File: config.mk
export PLATFORM = sky130hd
export DESIGN_NAME = dram_subsys
export DESIGN_NICKNAME = d
export VERILOG_FILES = /design/src/mem_pkg.sv /design/src/mem_ifs.sv /design/src/cpu_pager.sv /design/src/video_fetch.sv /design/src/dram_arbiter.sv /design/src/dram_subsys.sv
export SDC_FILE = /design/constraint.sdc
export NUM_CORES = 1
export LEC_CHECK = 0
export BUFFER_PORTS_ARGS = -buffer_cell sky130_fd_sc_hd__buf_2
export CORE_ASPECT_RATIO = 0.7
export CORE_MARGIN = 4
export CORE_UTILIZATION = 58
export CTS_CLUSTER_DIAMETER = 120
export DETAILED_ROUTE_END_ITERATION = 12
export PLACE_DENSITY_LB_ADDON = 0.05
export SYNTH_ARGS = -nofsm -noshare
export SYNTH_HDL_FRONTEND = slang
export SYNTH_SLANG_ARGS = --single-unit
File: constraint.sdc
create_clock -name fclk -period 3.6 [get_ports fclk]
set_input_delay 0.36 -clock fclk [delete_from_list [all_inputs] [get_ports fclk]]
set_output_delay 0.36 -clock fclk [all_outputs]
set_load 0.01 [all_outputs]
File: src/mem_pkg.sv
`default_nettype none

package mem_pkg;

	//////////////////////////////////////////////////
	// widths
	//////////////////////////////////////////////////

	localparam int DRAM_ADDR_W = 21;
	localparam int DATA_W      = 16;
	localparam int ZADDR_W     = 16;
	localparam int PAGE_W      = 8;
	localparam int WIN_COUNT   = 4;
	localparam int BW_W        = 4;

	// word offset inside one 16 KB window
	localparam int WIN_OFS_W = DRAM_ADDR_W - PAGE_W;

	typedef logic [DRAM_ADDR_W-1:0]       dram_addr_t;
	typedef logic [DATA_W-1:0]            dram_data_t;
	typedef logic [ZADDR_W-1:0]           zaddr_t;
	typedef logic [7:0]                   zdata_t;
	typedef logic [PAGE_W-1:0]            page_t;
	typedef logic [$clog2(WIN_COUNT)-1:0] win_idx_t;
	typedef logic [1:0]                   bsel_t;
	typedef logic [BW_W-1:0]              video_bw_t;

	// byte lane selects
	localparam bsel_t BSEL_LO   = 2'b01;
	localparam bsel_t BSEL_HI   = 2'b10;
	localparam bsel_t BSEL_BOTH = 2'b11;

	//////////////////////////////////////////////////
	// dram cycle
	//////////////////////////////////////////////////

	typedef enum logic [1:0] {PH_C0, PH_C1, PH_C2, PH_C3} cycle_phase_t;

	// owner of the current four-phase access
	typedef enum logic [1:0] {SRC_NONE, SRC_VIDEO, SRC_CPU} req_src_t;

endpackage

`default_nettype wire

File: src/mem_ifs.sv
`default_nettype none

// cpu side request channel, byte writes via bsel
interface cpu_req_if import mem_pkg::*;
();
	logic       req;
	logic       rnw;
	dram_addr_t addr;
	dram_data_t wrdata;
	bsel_t      bsel;
	logic       next;
	logic       strobe;

	modport requester
	(
		output req, rnw, addr, wrdata, bsel,
		input  next, strobe
	);

	modport arbiter
	(
		input  req, rnw, addr, wrdata, bsel,
		output next, strobe
	);
endinterface

// video side, read only
interface video_req_if import mem_pkg::*;
();
	logic       req;
	dram_addr_t addr;
	logic       next;
	logic       strobe;

	modport requester
	(
		output req, addr,
		input  next, strobe
	);

	modport arbiter
	(
		input  req, addr,
		output next, strobe
	);
endinterface

`default_nettype wire

File: src/cpu_pager.sv
`default_nettype none

module cpu_pager import mem_pkg::*;
(
	input  wire        fclk,
	input  wire        rst,

	input  wire        cfg_wr,
	input  win_idx_t   cfg_win,
	input  page_t      cfg_page,
	input  wire        cfg_romnram,

	input  wire        z_req,
	input  wire        z_rnw,
	input  zaddr_t     z_addr,
	input  zdata_t     z_wrdata,
	input  dram_data_t dram_rddata,

	output zdata_t     z_rddata,
	output logic       z_done,
	output logic       rom_cs,

	cpu_req_if.requester mem
);

	typedef enum logic [1:0] {ST_IDLE, ST_REQ, ST_WAIT, ST_DONE} pager_state_t;

	pager_state_t state;

	page_t page [WIN_COUNT];
	logic  romnram [WIN_COUNT];

	win_idx_t win;

	// latched access
	dram_addr_t req_addr;
	dram_data_t req_wrdata;
	bsel_t      req_bsel;
	logic       req_rnw;
	logic       req_hi;

	//////////////////////////////////////////////////
	// window registers
	//////////////////////////////////////////////////

	// reset maps window i to ram page i
	always_ff @(posedge fclk)
	begin
		if (rst)
		begin
			for (int i = 0; i < WIN_COUNT; i++)
			begin
				page[i]    <= page_t'(i);
				romnram[i] <= 1'b0;
			end
		end
		else if (cfg_wr)
		begin
			page[cfg_win]    <= cfg_page;
			romnram[cfg_win] <= cfg_romnram;
		end
	end

	assign win = z_addr[ZADDR_W-1:ZADDR_W-2];

	//////////////////////////////////////////////////
	// access fsm
	//////////////////////////////////////////////////

	always_ff @(posedge fclk)
	begin
		if (rst)
		begin
			state  <= ST_IDLE;
			z_done <= 1'b0;
			rom_cs <= 1'b0;
		end
		else
		begin
			z_done <= 1'b0;
			rom_cs <= 1'b0;
			case (state)
				ST_IDLE:
				begin
					if (z_req && romnram[win])
					begin
						// rom chip answers on its own, no dram cycle
						z_done <= 1'b1;
						rom_cs <= 1'b1;
						state  <= ST_DONE;
					end
					else if (z_req)
						state <= ST_REQ;
				end
				ST_REQ:
				begin
					if (mem.next)
						state <= ST_WAIT;
				end
				ST_WAIT:
				begin
					if (mem.strobe)
					begin
						z_done <= 1'b1;
						state  <= ST_DONE;
					end
				end
				// z_req is still up here
				default:
					state <= ST_IDLE;
			endcase
		end
	end

	always_ff @(posedge fclk)
	begin
		if (state == ST_IDLE && z_req)
		begin
			req_addr   <= {page[win], z_addr[WIN_OFS_W:1]};
			req_wrdata <= {z_wrdata, z_wrdata};
			req_bsel   <= z_rnw ? BSEL_BOTH : (z_addr[0] ? BSEL_HI : BSEL_LO);
			req_rnw    <= z_rnw;
			req_hi     <= z_addr[0];
		end
		if (state == ST_WAIT && mem.strobe && req_rnw)
			z_rddata <= req_hi ? dram_rddata[15:8] : dram_rddata[7:0];
	end

	assign mem.req    = (state == ST_REQ);
	assign mem.rnw    = req_rnw;
	assign mem.addr   = req_addr;
	assign mem.wrdata = req_wrdata;
	assign mem.bsel   = req_bsel;

	a_req_held: assert property (@(posedge fclk) disable iff (rst)
		mem.req && !mem.next |=> mem.req && $stable(mem.addr) && $stable(mem.rnw));

	a_done_pending: assert property (@(posedge fclk) disable iff (rst)
		z_done |-> z_req);

endmodule

`default_nettype wire

File: src/video_fetch.sv
`default_nettype none

module video_fetch import mem_pkg::*;
(
	input  wire        fclk,
	input  wire        rst,

	input  wire        frame_start,
	input  wire        line_start,
	input  page_t      vpage,
	input  video_bw_t  video_bw,
	input  dram_data_t dram_rddata,

	output dram_data_t vid_data,
	output logic       vid_valid,

	video_req_if.requester mem
);

	dram_addr_t vid_addr;
	video_bw_t  burst_cnt;

	//////////////////////////////////////////////////
	// burst counter and address
	//////////////////////////////////////////////////

	// words still to fetch in this line
	always_ff @(posedge fclk)
	begin
		if (rst)
			burst_cnt <= '0;
		else if (line_start)
			burst_cnt <= video_bw;
		else if (mem.next)
			burst_cnt <= burst_cnt - video_bw_t'(1);
	end

	// keeps running over lines, only frame start rewinds it
	always_ff @(posedge fclk)
	begin
		if (frame_start)
			vid_addr <= {vpage, {WIN_OFS_W{1'b0}}};
		else if (mem.next)
			vid_addr <= vid_addr + dram_addr_t'(1);
	end

	assign mem.req  = (burst_cnt != '0);
	assign mem.addr = vid_addr;

	//////////////////////////////////////////////////
	// pixel word out
	//////////////////////////////////////////////////

	always_ff @(posedge fclk)
	begin
		if (rst)
			vid_valid <= 1'b0;
		else
			vid_valid <= mem.strobe;
	end

	always_ff @(posedge fclk)
	begin
		if (mem.strobe)
			vid_data <= dram_rddata;
	end

endmodule

`default_nettype wire

File: src/dram_arbiter.sv
`default_nettype none

module dram_arbiter import mem_pkg::*;
(
	input  wire  fclk,
	input  wire  rst,

	cpu_req_if.arbiter   cpu,
	video_req_if.arbiter video,

	output logic       dram_req,
	output logic       dram_rnw,
	output dram_addr_t dram_addr,
	output dram_data_t dram_wrdata,
	output bsel_t      dram_bsel
);

	cycle_phase_t phase;
	req_src_t     owner;
	req_src_t     winner;

	//////////////////////////////////////////////////
	// phase counter, c0..c3 free running
	//////////////////////////////////////////////////

	always_ff @(posedge fclk)
	begin
		if (rst)
			phase <= PH_C0;
		else
			phase <= cycle_phase_t'(phase + 2'd1);
	end

	//////////////////////////////////////////////////
	// selection
	//////////////////////////////////////////////////

	// fixed priority, video first
	always_comb
	begin
		winner = SRC_NONE;
		if (phase == PH_C3)
		begin
			if (video.req)
				winner = SRC_VIDEO;
			else if (cpu.req)
				winner = SRC_CPU;
		end
	end

	assign video.next = (winner == SRC_VIDEO);
	assign cpu.next   = (winner == SRC_CPU);

	// the access granted four cycles ago ends in this c3
	assign video.strobe = (phase == PH_C3) && (owner == SRC_VIDEO);
	assign cpu.strobe   = (phase == PH_C3) && (owner == SRC_CPU);

	always_ff @(posedge fclk)
	begin
		if (rst)
		begin
			owner    <= SRC_NONE;
			dram_req <= 1'b0;
		end
		else if (phase == PH_C3)
		begin
			owner    <= winner;
			dram_req <= (winner != SRC_NONE);
		end
	end

	//////////////////////////////////////////////////
	// dram port payload
	//////////////////////////////////////////////////

	always_ff @(posedge fclk)
	begin
		if (phase == PH_C3)
		begin
			case (winner)
				SRC_VIDEO:
				begin
					dram_addr <= video.addr;
					dram_rnw  <= 1'b1;
					dram_bsel <= BSEL_BOTH;
				end
				SRC_CPU:
				begin
					dram_addr   <= cpu.addr;
					dram_rnw    <= cpu.rnw;
					dram_wrdata <= cpu.wrdata;
					dram_bsel   <= cpu.bsel;
				end
				default:
				begin
					// idle cycle, port keeps its last value
				end
			endcase
		end
	end

	a_one_grant: assert property (@(posedge fclk) disable iff (rst)
		!(video.next && cpu.next));

	// a dram access always spans the full four phases
	a_req_on_c3: assert property (@(posedge fclk) disable iff (rst)
		(phase != PH_C3) |=> $stable(dram_req));

endmodule

`default_nettype wire

File: src/dram_subsys.sv
`default_nettype none

module dram_subsys import mem_pkg::*;
(
	input  wire        fclk,
	input  wire        rst,

	// window config
	input  wire        cfg_wr,
	input  win_idx_t   cfg_win,
	input  page_t      cfg_page,
	input  wire        cfg_romnram,

	// z80 side
	input  wire        z_req,
	input  wire        z_rnw,
	input  zaddr_t     z_addr,
	input  zdata_t     z_wrdata,
	output zdata_t     z_rddata,
	output wire        z_done,
	output wire        rom_cs,

	// video side
	input  wire        frame_start,
	input  wire        line_start,
	input  page_t      vpage,
	input  video_bw_t  video_bw,
	output dram_data_t vid_data,
	output wire        vid_valid,

	// dram port
	input  dram_data_t dram_rddata,
	output wire        dram_req,
	output wire        dram_rnw,
	output dram_addr_t dram_addr,
	output dram_data_t dram_wrdata,
	output bsel_t      dram_bsel
);

	cpu_req_if   cpu_bus ();
	video_req_if video_bus ();

	cpu_pager cpu_pager_i
	(
		.fclk        (fclk),
		.rst         (rst),
		.cfg_wr      (cfg_wr),
		.cfg_win     (cfg_win),
		.cfg_page    (cfg_page),
		.cfg_romnram (cfg_romnram),
		.z_req       (z_req),
		.z_rnw       (z_rnw),
		.z_addr      (z_addr),
		.z_wrdata    (z_wrdata),
		.dram_rddata (dram_rddata),
		.z_rddata    (z_rddata),
		.z_done      (z_done),
		.rom_cs      (rom_cs),
		.mem         (cpu_bus.requester)
	);

	video_fetch video_fetch_i
	(
		.fclk        (fclk),
		.rst         (rst),
		.frame_start (frame_start),
		.line_start  (line_start),
		.vpage       (vpage),
		.video_bw    (video_bw),
		.dram_rddata (dram_rddata),
		.vid_data    (vid_data),
		.vid_valid   (vid_valid),
		.mem         (video_bus.requester)
	);

	dram_arbiter dram_arbiter_i
	(
		.fclk        (fclk),
		.rst         (rst),
		.cpu         (cpu_bus.arbiter),
		.video       (video_bus.arbiter),
		.dram_req    (dram_req),
		.dram_rnw    (dram_rnw),
		.dram_addr   (dram_addr),
		.dram_wrdata (dram_wrdata),
		.dram_bsel   (dram_bsel)
	);

endmodule

`default_nettype wire

==> impl_metrics.yaml <==
run_status:
  status: "complete, no violations"
global_routing:
  grt_max_degree: 36
  antenna_found_initial: 0
  grt_overflow: 0
  grt_pass1_vias: 4073
  grt_usage_pct: 20.48
  grt_pass1_wl_microns: 20690
finish:
  nets: 661
  finalNonFillerCells: 747
  layout_commonest_cell: "buf_2"
  final_cell_mix: "137 x buf_2, 133 x edfxtp_1, 34 x and2_1, 27 x dfxtp_1, 25 x nand2_1"
  drive_gt1_share_pct: 36.03
  num_antenna_cells: 0
  fillers: 776
  area_growth_pct: 21.84
synth:
  syn_inst: 445
  synth_edf_count: 133
  ys.flop_type: "edfxtp_1"
  synth-seq-cells: 160
  async_flop_share_pct: 0
  syn-mean-instance-area_sq_um: 14.64
  synth_area_sq_um: 6515
  synth_fp_nets: 525
  ys.warnings.count: 0
  synth-seq-area-share_pct: 69.60
  yosysUniqueCellTypes: 41
power:
  powerDensity_nw_per_um2: 565.8
  seq_power_share_pct: 50.3
  switching_share_pct: 21.18
  finalPower_uw: 4491
  internal_power_uw: 3540
  p_sw_uw: 951.4
  clkPwrFrac_pct: 42.0
  power.leakage_uw: 0.003028
  p_comb_share_pct: 7.7
  ir_drop_v: 0.0004209
critical_path:
  r2r-start: "video_fetch_i.burst_cnt[0]"
  arrival_ps: 3040
  cp_data_required_time_ps: 3900
  r2r_end: "video_fetch_i.mem.addr[9]"
  path_class: "reg -> reg"
  crit_path_end_kind: "register"
  worstSetupStartpointType: "register"
  r2r_setup_slack_ps: 860
  r2r_cells: 10
  cp-endpoint: "video_fetch_i.mem.addr[9]"
  startpoint: "video_fetch_i.burst_cnt[0]"
  critical_path.max_fanout: 16
placed_design:
  pre_cts_ws_ps: 896.8
  dp_hpwl_microns: 8570
  dp.cells: 715
  io_buffer_count: 137
  gp_congestion: 0.8324
clocking:
  holdBufCountCts: 0
  cts_max_level: 4
  cts_resized: 0
  numCtsBuffers: 17
  numClockSinks: 160
  cts_setup_buffers: 0
  clkTransAtPathRegs_ps: 60
  root_buffer: "clkbuf_16"
  cts_tree: "yes"
  clk_latency_ps: 420
  cts_buffer_depth: 2
timing:
  setup-violations-final: 0
  fmax_ghz: 0.3645
  worst_slack_ps: 856.5
  fin_skew_ps: 14.92
  hold_ws_ps: 112.8
  finalCritPeriodShare_pct: 76.21
  drv_slew: 0
  hold_viol_final: 0
  setup_tns_ps: 0
  tightest_slew_ps: 989.2
  rsz0062_at_grt: "no"
  slew_headroom_pct: 33.45
  period_needed_ps: 2744
die:
  ioPinCount: 138
  die_h_microns: 96.68
  fp.coreArea_sq_um: 11010
  die_w_microns: 134.7
  die-area_sq_um: 13020
  rows: 32
  start_util_pct: 59.17
route:
  drc: 0
  first_iter_violations: 244
  detail_route.vias_per_cell: 5.295
  vias: 3955
  wire_per_inst_microns: 17.02
  ant_nets: 0
  wirelength_microns: 12720
  dr.pass1.iters: 5
hold_path:
  min_path_type: "in -> reg"
flow_run:
  maxCapViolCount: 0
-- worst max-delay path, cell delays in order (launching register included) --
cell and delay, ps:
dfxtp_1 360, inv_1 60, ha_1 200, nor3b_1 160, nand2b_1 210, inv_1 90
ha_1 490, nand4_1 430, nor4_1 420, xnor2_1 170, nor2_1 50
-- synthesized netlist by cell type (all sizes together), types with 2 or more instances --
| master | number | share of area, % |
|---|---|---|
| inv | 13 | 0.75 |
| nor3 | 7 | 0.54 |
| xor2 | 4 | 0.54 |
| edfxtp | 133 | 61 |
| mux2i | 4 | 0.61 |
| nor3b | 4 | 0.46 |
| a21oi | 12 | 0.92 |
| nand4 | 9 | 1.1 |
| nand3 | 10 | 0.77 |
| mux4 | 9 | 3.1 |
| a32oi | 2 | 0.27 |
| nand2 | 25 | 1.4 |
| mux2 | 24 | 4.1 |
| a211oi | 3 | 0.35 |
| clkbuf | 14 | 0.83 |
| nand2b | 15 | 1.4 |
| o211ai | 2 | 0.23 |
| nor2 | 21 | 1.2 |
| nor2b | 3 | 0.29 |
| or3 | 5 | 0.48 |
| o311ai | 2 | 0.27 |
| o21ai | 10 | 0.77 |
| or2 | 5 | 0.48 |
| dfxtp | 27 | 8.3 |
| nor4 | 6 | 0.58 |
| xnor2 | 10 | 1.3 |
| and2 | 35 | 3.4 |
| ha | 10 | 1.9 |
| buf | 13 | 1.2 |
-- metal layers --
layer  global-route usage [%]  vias to the layer above  share of wire [%]
li1                         -                     1905                  -
met1                    26.04                     1933                 43
met2                    33.88                      106                 50
met3                    5.717                       11                6.1
met4                    7.199                        0                1.1
met5                        0                        -                  0
-- power groups by stage --
stage          sequential (uW)  combinational (uW)  clock, uW
2_1_floorplan             2270                 236          0
3_3_place_gp              2290                 335          0
3_5_place_dp              2300                 350          0
4_1_cts                   2260                 353       1920
5_1_grt                   2270                 390       2010
6_report                  2260                 347       1890
-- through the flow --
stage	util, %	cell area (sq um)
floorplan	-	6515
global placement	66.40	7311
detailed placement	66.40	7311
CTS	72.09	7938
global route	72.09	7938
finish	72.09	7938
-- final cells by class --
class                           instances  area, sq um  area share (%)
Sequential cell                       160         4534           57.12
Multi-Input combinational cell        245         1798           22.65
Timing Repair Buffer                  144        738.2           9.300
Clock buffer                           23        467.9           5.895
Tap cell                              153        191.4           2.412
Clock inverter                          9        158.9           2.002
Inverter                               13        48.80          0.6148
-- registers in the layout, summed over array words and instances, names as in the netlist --
register                    count
video_fetch_i.vid_data         16
cpu_pager_i.page               32
dram_arbiter_i.dram_rnw         1
video_fetch_i.vid_valid         1
cpu_pager_i.rom_cs              1
cpu_pager_i.req_hi              1
cpu_pager_i.mem.addr           21
cpu_pager_i.romnram             4
dram_arbiter_i.dram_wrdata      8
dram_arbiter_i.dram_addr       21
cpu_pager_i.mem.bsel            2
cpu_pager_i.mem.rnw             1
dram_arbiter_i.owner            2
cpu_pager_i.z_done              1
cpu_pager_i.z_rddata            8
dram_arbiter_i.dram_req         1
video_fetch_i.mem.addr         21
dram_arbiter_i.dram_bsel        2
cpu_pager_i.state               2
video_fetch_i.burst_cnt         4
dram_arbiter_i.phase            2
cpu_pager_i.mem.wrdata          8
-- kinds of logic (layout without fill, tap and decap cells) --
| logic type | Yosys count | in the layout | synth area share [%] |
|---|---|---|---|
| AOI/OAI and AO/OA | 35 | 35 | 3.323 |
| xor gates and xnor gates | 14 | 14 | 1.882 |
| adders and majority gates | 10 | 10 | 1.920 |
| buffers and inverters | 40 | 189 | 2.823 |
| DFF | 160 | 160 | 69.60 |
| muxes | 37 | 37 | 7.874 |
| and+or+nand+nor | 149 | 149 | 12.58 |
-- worst min path at each step --
stage | from | endpoint | slack, ps | depth (start not counted)
floorplan | dram_arbiter_i.phase[0] | dram_arbiter_i.phase[0] | 390 | 1
global placement | dram_arbiter_i.phase[0] | dram_arbiter_i.phase[0] | 400 | 1
detailed placement | cpu_pager_i.mem.wrdata[14] | dram_arbiter_i.dram_wrdata[14] | 410 | 0
CTS | z_wrdata[5] | cpu_pager_i.mem.wrdata[13] | 100 | 1
global route | z_addr[13] | cpu_pager_i.mem.addr[12] | 100 | 1
finish | z_addr[12] | cpu_pager_i.mem.addr[11] | 110 | 1
No activity file was read; power rests on OpenSTA's default activity.
